==> src/host_pkg.sv <==
/* Boot host shared definitions */
package host_pkg;

  // Bus widths
  typedef logic [31:0] addr_t;
  typedef logic [31:0] data_t;

  // NBF record opcode
  typedef logic [7:0] nbf_op_t;

  // One bit per trace consumer
  typedef logic [7:0] trace_t;

  localparam nbf_op_t NBF_OP_WRITE  = 8'h03;
  localparam nbf_op_t NBF_OP_FINISH = 8'hff;

  // Host register map
  localparam addr_t HOST_PUTCHAR_ADDR = 32'h0000_0000;
  localparam addr_t HOST_FINISH_ADDR  = 32'h0000_0004;
  localparam addr_t HOST_TRACE_ADDR   = 32'h0000_0008;
  localparam addr_t HOST_STATUS_ADDR  = 32'h0000_000c;

  // Loader FSM
  typedef enum logic [1:0]
  {
    LOAD_IDLE = 2'd0,
    LOAD_BUSY = 2'd1,
    LOAD_DONE = 2'd2
  } nbf_state_e;

endpackage

==> src/nbf_loader.sv <==
/* NBF boot record loader */
`timescale 1ns/1ps

module nbf_loader
  (
    input  logic            clk_i,
    input  logic            rst_n_i,

    input  logic            rec_v_i,
    input  host_pkg::nbf_op_t rec_op_i,
    input  host_pkg::addr_t rec_addr_i,
    input  host_pkg::data_t rec_data_i,
    output logic            rec_ready_o,

    output logic            cmd_v_o,
    output host_pkg::addr_t cmd_addr_o,
    output host_pkg::data_t cmd_data_o,
    input  logic            cmd_done_i,

    output logic            done_o
  );

  import host_pkg::*;

  nbf_state_e state_q;
  nbf_state_e state_d;
  addr_t      addr_q;
  data_t      data_q;
  logic       rec_fire;
  logic       is_write;

  assign rec_fire = rec_v_i & rec_ready_o;
  assign is_write = (rec_op_i == NBF_OP_WRITE);

  always_comb
  begin
    state_d = state_q;
    case (state_q)
      LOAD_IDLE:
      begin
        // Unknown opcodes are consumed and dropped
        if (rec_fire && is_write)
          state_d = LOAD_BUSY;
        else if (rec_fire && rec_op_i == NBF_OP_FINISH)
          state_d = LOAD_DONE;
      end
      LOAD_BUSY:
      begin
        if (cmd_done_i)
          state_d = LOAD_IDLE;
      end
      LOAD_DONE:
        state_d = LOAD_DONE;
      default:
        state_d = LOAD_IDLE;
    endcase
  end

  always_ff @(posedge clk_i or negedge rst_n_i)
  begin
    if (!rst_n_i)
      state_q <= LOAD_IDLE;
    else
      state_q <= state_d;
  end

  // Write payload captured on acceptance
  always_ff @(posedge clk_i)
  begin
    if (rec_fire && is_write)
    begin
      addr_q <= rec_addr_i;
      data_q <= rec_data_i;
    end
  end

  assign rec_ready_o = (state_q == LOAD_IDLE);
  assign cmd_v_o     = (state_q == LOAD_BUSY);
  assign cmd_addr_o  = addr_q;
  assign cmd_data_o  = data_q;
  assign done_o      = (state_q == LOAD_DONE);

endmodule

==> src/mem_write_master.sv <==
/* Wishbone write master */
`timescale 1ns/1ps

module mem_write_master
  (
    input  logic            clk_i,
    input  logic            rst_n_i,

    input  logic            cmd_v_i,
    input  host_pkg::addr_t cmd_addr_i,
    input  host_pkg::data_t cmd_data_i,
    output logic            cmd_done_o,

    output logic            mem_cyc_o,
    output logic            mem_stb_o,
    output logic            mem_we_o,
    output host_pkg::addr_t mem_adr_o,
    output host_pkg::data_t mem_dat_o,
    output logic [$bits(host_pkg::data_t)/8-1:0] mem_sel_o,
    input  logic            mem_ack_i
  );

  import host_pkg::*;

  logic  cyc_q;
  logic  start;
  logic  finish;
  addr_t adr_q;
  data_t dat_q;

  // New command only when no cycle is open
  assign start  = cmd_v_i & ~cyc_q;
  assign finish = cyc_q & mem_ack_i;

  always_ff @(posedge clk_i or negedge rst_n_i)
  begin
    if (!rst_n_i)
      cyc_q <= 1'b0;
    else if (start)
      cyc_q <= 1'b1;
    else if (finish)
      cyc_q <= 1'b0;
  end

  // Held steady until the ack edge
  always_ff @(posedge clk_i)
  begin
    if (start)
    begin
      adr_q <= cmd_addr_i;
      dat_q <= cmd_data_i;
    end
  end

  assign mem_cyc_o  = cyc_q;
  assign mem_stb_o  = cyc_q;
  assign mem_we_o   = cyc_q;
  assign mem_adr_o  = adr_q;
  assign mem_dat_o  = dat_q;
  assign mem_sel_o  = '1;
  assign cmd_done_o = finish;

endmodule

==> src/host_io_regs.sv <==
/* Host I/O register block */
`timescale 1ns/1ps

module host_io_regs
  #(
    parameter int num_harts_p = 4
  )
  (
    input  logic                   clk_i,
    input  logic                   rst_n_i,

    input  logic                   io_cyc_i,
    input  logic                   io_stb_i,
    input  logic                   io_we_i,
    input  host_pkg::addr_t        io_adr_i,
    input  host_pkg::data_t        io_dat_i,
    output host_pkg::data_t        io_dat_o,
    output logic                   io_ack_o,

    input  logic                   loader_done_i,

    output logic [7:0]             char_o,
    output logic                   char_v_o,
    output host_pkg::trace_t       trace_en_o,
    output logic [num_harts_p-1:0] finish_o,
    output logic                   all_finished_o
  );

  import host_pkg::*;

  logic                   ack_q;
  logic                   req;
  logic                   wr;
  logic                   char_v_q;
  logic [7:0]             char_q;
  trace_t                 trace_q;
  logic [num_harts_p-1:0] finish_q;
  logic [num_harts_p-1:0] finish_set;
  logic [3:0]             hart_idx;
  data_t                  rd_mux;
  data_t                  rd_q;

  // New request when strobe is seen with no ack out
  assign req = io_cyc_i & io_stb_i & ~ack_q;
  assign wr  = req & io_we_i;

  // Hart index wraps on the hart count
  assign hart_idx = 4'(io_dat_i[3:0] % num_harts_p);

  always_comb
  begin
    finish_set = '0;
    for (int i = 0; i < num_harts_p; i++)
    begin
      if (hart_idx == i)
        finish_set[i] = 1'b1;
    end
  end

  always_comb
  begin
    case (io_adr_i)
      HOST_FINISH_ADDR: rd_mux = data_t'(finish_q);
      HOST_TRACE_ADDR:  rd_mux = data_t'(trace_q);
      HOST_STATUS_ADDR: rd_mux = data_t'(loader_done_i);
      default:          rd_mux = '0;
    endcase
  end

  always_ff @(posedge clk_i or negedge rst_n_i)
  begin
    if (!rst_n_i)
    begin
      ack_q    <= 1'b0;
      char_v_q <= 1'b0;
      trace_q  <= '0;
      finish_q <= '0;
    end
    else
    begin
      ack_q    <= req;
      char_v_q <= wr && (io_adr_i == HOST_PUTCHAR_ADDR);
      if (wr && io_adr_i == HOST_TRACE_ADDR)
        trace_q <= io_dat_i[7:0];
      if (wr && io_adr_i == HOST_FINISH_ADDR)
        finish_q <= finish_q | finish_set;
    end
  end

  // Character and read data
  always_ff @(posedge clk_i)
  begin
    if (wr && io_adr_i == HOST_PUTCHAR_ADDR)
      char_q <= io_dat_i[7:0];
    if (req)
      rd_q <= io_we_i ? '0 : rd_mux;
  end

  assign io_ack_o       = ack_q;
  assign io_dat_o       = rd_q;
  assign char_o         = char_q;
  assign char_v_o       = char_v_q;
  assign trace_en_o     = trace_q;
  assign finish_o       = finish_q;
  assign all_finished_o = &finish_q;

endmodule

==> src/boot_host_top.sv <==
/* Boot and host controller */
`timescale 1ns/1ps

module boot_host_top
  #(
    parameter int num_harts_p = 4
  )
  (
    input  logic                   clk_i,
    input  logic                   rst_n_i,

    input  logic                   rec_v_i,
    input  host_pkg::nbf_op_t      rec_op_i,
    input  host_pkg::addr_t        rec_addr_i,
    input  host_pkg::data_t        rec_data_i,
    output logic                   rec_ready_o,

    output logic                   mem_cyc_o,
    output logic                   mem_stb_o,
    output logic                   mem_we_o,
    output host_pkg::addr_t        mem_adr_o,
    output host_pkg::data_t        mem_dat_o,
    output logic [$bits(host_pkg::data_t)/8-1:0] mem_sel_o,
    input  logic                   mem_ack_i,

    input  logic                   io_cyc_i,
    input  logic                   io_stb_i,
    input  logic                   io_we_i,
    input  host_pkg::addr_t        io_adr_i,
    input  host_pkg::data_t        io_dat_i,
    output host_pkg::data_t        io_dat_o,
    output logic                   io_ack_o,

    output logic [7:0]             char_o,
    output logic                   char_v_o,
    output host_pkg::trace_t       trace_en_o,
    output logic [num_harts_p-1:0] finish_o,
    output logic                   all_finished_o,
    output logic                   loader_done_o
  );

  import host_pkg::*;

  logic  cmd_v;
  addr_t cmd_addr;
  data_t cmd_data;
  logic  cmd_done;
  logic  load_done;

  nbf_loader loader_i
    (
      .clk_i       (clk_i),
      .rst_n_i     (rst_n_i),
      .rec_v_i     (rec_v_i),
      .rec_op_i    (rec_op_i),
      .rec_addr_i  (rec_addr_i),
      .rec_data_i  (rec_data_i),
      .rec_ready_o (rec_ready_o),
      .cmd_v_o     (cmd_v),
      .cmd_addr_o  (cmd_addr),
      .cmd_data_o  (cmd_data),
      .cmd_done_i  (cmd_done),
      .done_o      (load_done)
    );

  mem_write_master mem_master_i
    (
      .clk_i      (clk_i),
      .rst_n_i    (rst_n_i),
      .cmd_v_i    (cmd_v),
      .cmd_addr_i (cmd_addr),
      .cmd_data_i (cmd_data),
      .cmd_done_o (cmd_done),
      .mem_cyc_o  (mem_cyc_o),
      .mem_stb_o  (mem_stb_o),
      .mem_we_o   (mem_we_o),
      .mem_adr_o  (mem_adr_o),
      .mem_dat_o  (mem_dat_o),
      .mem_sel_o  (mem_sel_o),
      .mem_ack_i  (mem_ack_i)
    );

  host_io_regs
    #(
      .num_harts_p (num_harts_p)
    )
  host_i
    (
      .clk_i          (clk_i),
      .rst_n_i        (rst_n_i),
      .io_cyc_i       (io_cyc_i),
      .io_stb_i       (io_stb_i),
      .io_we_i        (io_we_i),
      .io_adr_i       (io_adr_i),
      .io_dat_i       (io_dat_i),
      .io_dat_o       (io_dat_o),
      .io_ack_o       (io_ack_o),
      .loader_done_i  (load_done),
      .char_o         (char_o),
      .char_v_o       (char_v_o),
      .trace_en_o     (trace_en_o),
      .finish_o       (finish_o),
      .all_finished_o (all_finished_o)
    );

  assign loader_done_o = load_done;

endmodule

==> config.mk <==
export PLATFORM = sky130hd
export DESIGN_NAME = boot_host_top
export DESIGN_NICKNAME = d
export VERILOG_FILES = /design/src/host_pkg.sv /design/src/nbf_loader.sv /design/src/mem_write_master.sv /design/src/host_io_regs.sv /design/src/boot_host_top.sv
export SDC_FILE = /design/constraint.sdc
export NUM_CORES = 1
export LEC_CHECK = 0
export ABC_AREA = 1
export BUFFER_PORTS_ARGS = -buffer_cell sky130_fd_sc_hd__buf_2
export CAP_MARGIN = 40
export CORE_UTILIZATION = 42
export CTS_CLUSTER_SIZE = 30
export DETAILED_ROUTE_END_ITERATION = 10
export PLACE_DENSITY = 0.76
export SLEW_MARGIN = 25
export SYNTH_ARGS = -nofsm -noshare
export SYNTH_HDL_FRONTEND = slang
export SYNTH_HIERARCHICAL = 1
export SYNTH_SLANG_ARGS = --single-unit
==> constraint.sdc <==
create_clock -name clk_i -period 4 [get_ports clk_i]
set_input_delay 0.6 -clock clk_i [delete_from_list [all_inputs] [get_ports clk_i]]
set_output_delay 0.6 -clock clk_i [all_outputs]
set_load 0.02 [all_outputs]
==> results of run 1 <==
power by group:
group          internal [mW]  total [mW]  switching (mW)  leakage (nW)
registers               1.85        1.87          0.0158          1.50
logic                 0.0817       0.232           0.150          1.48
clock network          0.850        1.47           0.617         0.255
stage by stage:
step                      cell area, sq um  total power [mW]  setup slack [ns]
final                                 7500              3.57              1.97
after floorplan                       5820              2.05             0.240
after detailed placement              6930              2.14              1.66
after global routing                  7500              3.69              1.86
after CTS                             7480              3.61              1.94
after global placement                6930              2.13              1.48
per-layer routing:
metal,GRT usage (%),routed length [um],vias up
met4,6.17,125,2
li1,-,-,1654
met3,6.42,1050,14
met2,28.5,6010,213
met1,19.4,4340,1637
met5,0,13,-
final cells by class:
| class | instances | area share (%) |
|---|---|---|
| inverter | 46 | 2.30 |
| clock inverter | 14 | 1.55 |
| multi-input combinational | 147 | 8.92 |
| sequential | 161 | 63.3 |
| tap | 176 | 2.93 |
| clock buffer | 18 | 5.72 |
| timing repair buffer | 223 | 15.3 |
synthesized netlist by cell type:
master	number	area share [%]
edfxtp_1	144	76
nand2_1	50	3.3
inv_1	42	2.8
buf_4	30	3.9
nor2_1	25	1.6
dfrtp_1	17	7.4
o21ai_0	12	1.0
nand3_1	7	0.61
nor3_1	5	0.44
inv_2	4	0.26
nor2_2	4	0.44
a21oi_1	3	0.26
nor2_4	3	0.59
conb_1	2	0.13
nand2_2	2	0.22
nand4_1	2	0.22
and2_1	1	0.11
buf_6	1	0.20
clkbuf_1	1	0.066
nand2_4	1	0.20
nand3_2	1	0.17
nor4_1	1	0.11
nor4b_1	1	0.15
o31ai_1	1	0.13
state kept, by name, indices dropped and copies added (netlist names), 2 cells and up:
| name | cells |
|---|---|
| mem_master_i/mem_adr_o | 32 |
| loader_i/cmd_data_o | 32 |
| loader_i/state_q | 2 |
| host_i/char_o | 8 |
| host_i/finish_o | 4 |
| loader_i/cmd_addr_o | 32 |
| mem_master_i/mem_dat_o | 32 |
| host_i/trace_en_o | 8 |
| host_i/io_dat_o | 8 |
cell families after synthesis:
kind of cell           synth area share, %
flip-flops                            83.0
AND/OR/NAND/NOR                       8.18
buffers and inverters                 7.22
AO/OA/AOI/OAI                         1.44
other                                0.131
final timing paths:
check | start | end | slack, ns
max | host_i/finish_o[2] | all_finished_o | 1.97
min | rst_n_i | host_i/trace_en_o[1] | 0.11
max reg2reg | loader_i/state_q[1] | loader_i/cmd_data_o[14] | 2.02
min reg2reg | loader_i/cmd_data_o[7] | mem_master_i/mem_dat_o[7] | 0.41
max in group asynchronous | rst_n_i | loader_i/state_q[1] | 3.59
min in group clk_i | rec_addr_i[6] | loader_i/cmd_addr_o[6] | 0.36
==> flow_metrics.env, run 1 <==
export IMPL_vias_per_cell=4.48
export IMPL_cts_resized=0
export IMPL_cts_made_buffers=17
export IMPL_place_detailed_instances=752
export IMPL_postSynthRegisterBits=161
export IMPL_timing_final_crit_period_ns=2.03
export IMPL_port_buffer_count=218
export IMPL_synthCells=360
export IMPL_cts_buffer_depth=2
export IMPL_grt_antenna_before_repair=1
export IMPL_critPathRequiredTime_ns=3.40
export IMPL_dr_first_iter_drc_count=202
export IMPL_fp_dieH_um=119
export IMPL_setup_worst_path_class="flip-flop to output port"
export IMPL_layout_common_cells="219 x buf_2, 144 x edfxtp_1, 50 x nand2_1"
export IMPL_cpPeakStageDelay_ns=0.39
export IMPL_flow_area_growth_from_synthesis_pct=31.2
export IMPL_setup_tns_ns=0
export IMPL_die_width_um=119
export IMPL_rsz0062_at_grt="no"
export IMPL_placeableCoreArea_sq_um=13200
export IMPL_max_slew_violation_count=0
export IMPL_number_of_hold_slack_violations_in_the_final_timing_report=0
export IMPL_grt_max_degree=65
export IMPL_remaining_drc_errors=0
export IMPL_post_route_period_util_pct=50.8
export IMPL_floorplan_rows=42
export IMPL_finished_layout_cells=785
export IMPL_die_area_sq_um=14100
export IMPL_gr_usage_all_layers_pct=16.8
export IMPL_critical_path_n_buffers_inverters=2
export IMPL_cts_sinks=161
export IMPL_mappedNetlistArea_sq_um=5720
export IMPL_arrival_ns=1.43
export IMPL_final_gp_congestion=0.818
export IMPL_num_nets_final=739
export IMPL_worst_hold_path_type="primary input to async pin"
export IMPL_synth_area_per_cell_sq_um=15.9
export IMPL_cts_repair_timing_setup_buffer_count=0
export IMPL_area_sequential_sq_um=4750
export IMPL_antenna_violating_nets_post_route=0
export IMPL_final_layout_size_suffix_gt1_share_pct=44.2
export IMPL_power_density_nw_per_um2=476
export IMPL_timing_max_slew_rel_slack_pct=52.5
export IMPL_fillers=1088
export IMPL_timing_max_cap_violations=0
export IMPL_detail_route_first_pass_iterations=5
export IMPL_cts_tree="yes"
export IMPL_clock_insertion_delay_worst_skew_ns=0.41
export IMPL_htree_num_levels=4
export IMPL_drt_total_wl_mm=11.5
export IMPL_crit_family="flip-flops"
export IMPL_fmax_mhz=492
export IMPL_fin_worst_hold_slack_ns=0.106
export IMPL_timing_critical_path_cells="inv_1 -> nor4_1 -> buf_2"
export IMPL_grt_overflow=0
export IMPL_yosysSeqAreaShare_pct=83.0
export IMPL_finalSetupViolations=0
export IMPL_r2r_worst_path_cells=6
export IMPL_yosysWarnings=6
export IMPL_worstSetupPathDepth=3
export IMPL_outcome="finished clean"
export IMPL_io_pins=271
export IMPL_fin_skew_ns=0.00859
export IMPL_insertedDiodeCount=0
export IMPL_setup_worst_path_end_class="output port"
export IMPL_num_vias=3520
export IMPL_root_buffer="clkbuf_16"
export IMPL_first_global_vias=3332
export IMPL_vdd_ir_drop_worst_uv=263
export IMPL_cts_hold_repair_buffers=0
export IMPL_power_leakage_nw=3.23
export IMPL_avgRoutedWirePerCell_um=14.7
export IMPL_cts_clock_pin_slew_for_the_worst_setup_and_hold_paths_ns=0.06
export IMPL_hpwl_mm=8.33
export IMPL_multi_input_area_sq_um=669
export IMPL_timing_worst_slew_pin_value_ns=0.712
export IMPL_worst_setup_path_start_kind="flip-flop"
export IMPL_grt_pass1_wl_mm=17.0
export IMPL_slowest_stage="dfrtp_1"
export IMPL_layout_commonest_cell="buf_2"
export IMPL_utilization_pct=56.7
export IMPL_worst_path_max_fanout=3
export IMPL_yosysUniqueCellTypes=24
export IMPL_initial_utilization_pct=43.2
Note: power is estimated with default switching activity, not from simulation.
==> run 2: changes to the inputs <==
--- a/config.mk
+++ b/config.mk
@@ -5,10 +5,10 @@
 export SDC_FILE = /design/constraint.sdc
 export NUM_CORES = 1
 export LEC_CHECK = 0
-export ABC_AREA = 1
+export ABC_AREA = 0
 export BUFFER_PORTS_ARGS = -buffer_cell sky130_fd_sc_hd__buf_2
 export CAP_MARGIN = 40
-export CORE_UTILIZATION = 42
+export CORE_UTILIZATION = 41
 export CTS_CLUSTER_SIZE = 30
 export DETAILED_ROUTE_END_ITERATION = 10
 export PLACE_DENSITY = 0.76
==> constraint.sdc (replaced) <==
create_clock -name clk_i -period 1.8 [get_ports clk_i]
set_input_delay 0.27 -clock clk_i [delete_from_list [all_inputs] [get_ports clk_i]]
set_output_delay 0.27 -clock clk_i [all_outputs]
set_load 0.02 [all_outputs]
==> flow_metrics.env, run 2 <==
export IMPL_global_route_usage_met1_pct=17.5
export IMPL_die_area_sq_um=13900
export IMPL_vdd_ir_drop_worst_uv=632
export IMPL_cts_repair_timing_setup_buffer_count=0
export IMPL_vias_per_cell=4.59
export IMPL_outcome="finished clean"
export IMPL_cts_sinks=161
export IMPL_yosysUniqueCellTypes=30
export IMPL_htree_num_levels=4
export IMPL_initial_utilization_pct=42.9
export IMPL_clock_insertion_delay_worst_skew_ns=0.41
export IMPL_timing_max_cap_violations=0
export IMPL_dominantRegCellSynth="edfxtp_1"
export IMPL_grt_antenna_before_repair=1
export IMPL_avgRoutedWirePerCell_um=16.5
export IMPL_cts_resized=0
export IMPL_num_nets_final=647
export IMPL_postSynthRegisterBits=161
export IMPL_cts_tree="yes"
export IMPL_count_of_flip_flops_with_a_built_in_enable_after_synthesis=144
export IMPL_cell_depth_of_the_worst_min_delay_path=1
export IMPL_dr_first_iter_drc_count=174
export IMPL_num_vias=3164
export IMPL_flow_area_growth_from_synthesis_pct=34.0
export IMPL_synth_area_per_cell_sq_um=21.1
export IMPL_timing_final_crit_period_ns=1.67
export IMPL_fin_skew_ns=0.00723
export IMPL_worst_setup_path_start_kind="flip-flop"
export IMPL_final_area_sq_um=7370
export IMPL_power_leakage_nw=3.06
export IMPL_use_met2_pct=30.8
export IMPL_rsz0062_at_grt="no"
export IMPL_final_layout_size_suffix_gt1_share_pct=53.8
export IMPL_timing_max_slew_rel_slack_pct=65.1
export IMPL_floorplan_rows=41
export IMPL_layout_common_cells="218 x buf_2, 144 x edfxtp_1, 28 x conb_1"
export IMPL_yosys_top_cells_area="edfxtp_1 79%, dfrtp_1 7.7%, buf_4 4.2%"
export IMPL_synth_most_common_cell="edfxtp_1"
export IMPL_first_global_vias=3279
export IMPL_cts_made_buffers=17
export IMPL_fillers=1017
export IMPL_setup_worst_path_class="flip-flop to flip-flop"
export IMPL_layout_commonest_cell="buf_2"
export IMPL_synthTopCellsByCount="144 x edfxtp_1, 31 x buf_4, 17 x dfrtp_1"
export IMPL_detail_route_first_pass_iterations=4
export IMPL_finalSetupViolations=0
export IMPL_grt_use_met3_pct=7.22
export IMPL_grt_max_degree=36
export IMPL_worst_path_max_fanout=7
export IMPL_mappedNetlistArea_sq_um=5500
export IMPL_root_buffer="clkbuf_16"
export IMPL_cts_buffer_depth=2
export IMPL_fp_dieH_um=118
export IMPL_placeableCoreArea_sq_um=12800
export IMPL_timing_worst_slew_pin_value_ns=0.523
export IMPL_synth_largest_area_cell="edfxtp_1"
export IMPL_remaining_drc_errors=0
export IMPL_placed_area_sq_um=6810
export IMPL_grt_overflow=0
export IMPL_die_width_um=118
export IMPL_arrival_ns=1.96
export IMPL_fmax_mhz=599
export IMPL_cts_clock_pin_slew_for_the_worst_setup_and_hold_paths_ns=0.06
export IMPL_post_route_period_util_pct=92.8
export IMPL_finalPower_mw=7.90
export IMPL_drt_total_wl_mm=11.4
export IMPL_number_of_hold_slack_violations_in_the_final_timing_report=0
export IMPL_critPathRequiredTime_ns=2.09
export IMPL_worst_hold_path_type="primary input to flip-flop"
export IMPL_synth_largest_type_area_fraction_pct=78.7
export IMPL_port_buffer_count=218
export IMPL_async_flop_share_pct=10.6
export IMPL_max_slew_violation_count=0
export IMPL_gr_usage_all_layers_pct=17.1
export IMPL_r2r_worst_path_cells=5
export IMPL_hpwl_mm=8.77
export IMPL_synthCells=261
export IMPL_io_pins=271
export IMPL_setup_worst_path_end_class="flip-flop"
export IMPL_grt_pass1_wl_mm=17.2
export IMPL_yosysWarnings=6
export IMPL_antenna_violating_nets_post_route=0
export IMPL_yosysSeqAreaShare_pct=86.4
export IMPL_global_route_peak_usage_layer="met2"
export IMPL_final_gp_congestion=0.876
export IMPL_power_density_nw_per_um2=1070
==> run 2: cell types whose count changed after synthesis, sizes merged, moves of 4 or more <==
cell   delta
nor2     -25
o21ai    -12
mux2      +9
nand2    -52
a41o      +4
nand3     -7
a22oi     +4
inv      -43
nor4      +8
==> run 2: worst max-delay path, cell delays in order (launching register included) <==
cell and delay, ns:
dfrtp_1 0.38, and3b_2 0.34, nand2_1 0.13, nor4_4 0.17, buf_4 0.19, mux2_2 0.34
==> run 2: per-stage QoR <==
stage / hold slack [ns] / setup TNS (ns) / instances / worst slack, ns / util [%]
final: 0.0313 / 0 / 690 / 0.130 / 57.5
after floorplan: -0.0256 / -3.76 / 287 / -0.0587 / -
after global routing: 0.00269 / 0 / 689 / 0.0673 / 57.4
after global placement: 0.216 / -1.68 / 656 / -0.129 / 53.1
after detailed placement: 0.230 / -2.98 / 656 / -0.205 / 53.1
after CTS: 0.00355 / 0 / 689 / 0.132 / 57.4
==> run 2: cells by family after synthesis <==
group,share of synthesized area (%)
AO/OA/AOI/OAI,1.57
buffers and inverters,4.60
flip-flops,86.4
multiplexers,1.84
other,0.137
AND/OR/NAND/NOR,5.46
==> run 2: worst paths after layout <==
path	startpoint	to	slack [ns]
max	host_i/io_ack_o	host_i/trace_en_o[4]	0.13
min	rec_data_i[19]	loader_i/cmd_data_o[19]	0.03
min in group asynchronous	rst_n_i	host_i/trace_en_o[5]	0.33
min reg2reg	loader_i/cmd_data_o[6]	mem_master_i/mem_dat_o[6]	0.41
max reg2reg	host_i/io_ack_o	host_i/trace_en_o[4]	0.13
max in group asynchronous	rst_n_i	mem_master_i/mem_cyc_o	1.18
==> run 2: per-layer routing <==
metal / routed length (um) / vias to the layer above
met2: 6000 / 197
met3: 1070 / 14
met4: 170 / 0
met1: 4110 / 1503
met5: 0 / -
li1: - / 1450
==> run 2: layout make-up <==
class	count	area, sq um	area share (%)
flip-flops and latches	161	4750	64.4
repair buffers	231	1240	16.8
multi-input cells	90	603	8.18
clock buffers	21	440	5.98
well taps	172	215	2.92
clock inverters	11	106	1.44
inverters	3	11.3	0.153
diodes	1	2.50	0.0340
==> run 2: repair_timing <==
item                                    CTS  global route
endpoints found under the hold margin    17             0
endpoints found under the setup margin    0             0
hold buffers                              1             0
==> run 2: power breakdown <==
part / switching, mW / internal (mW)
Clock: 1.38 / 1.92
Sequential: 0.0311 / 4.11
Combinational: 0.287 / 0.176
Total: 1.70 / 6.20
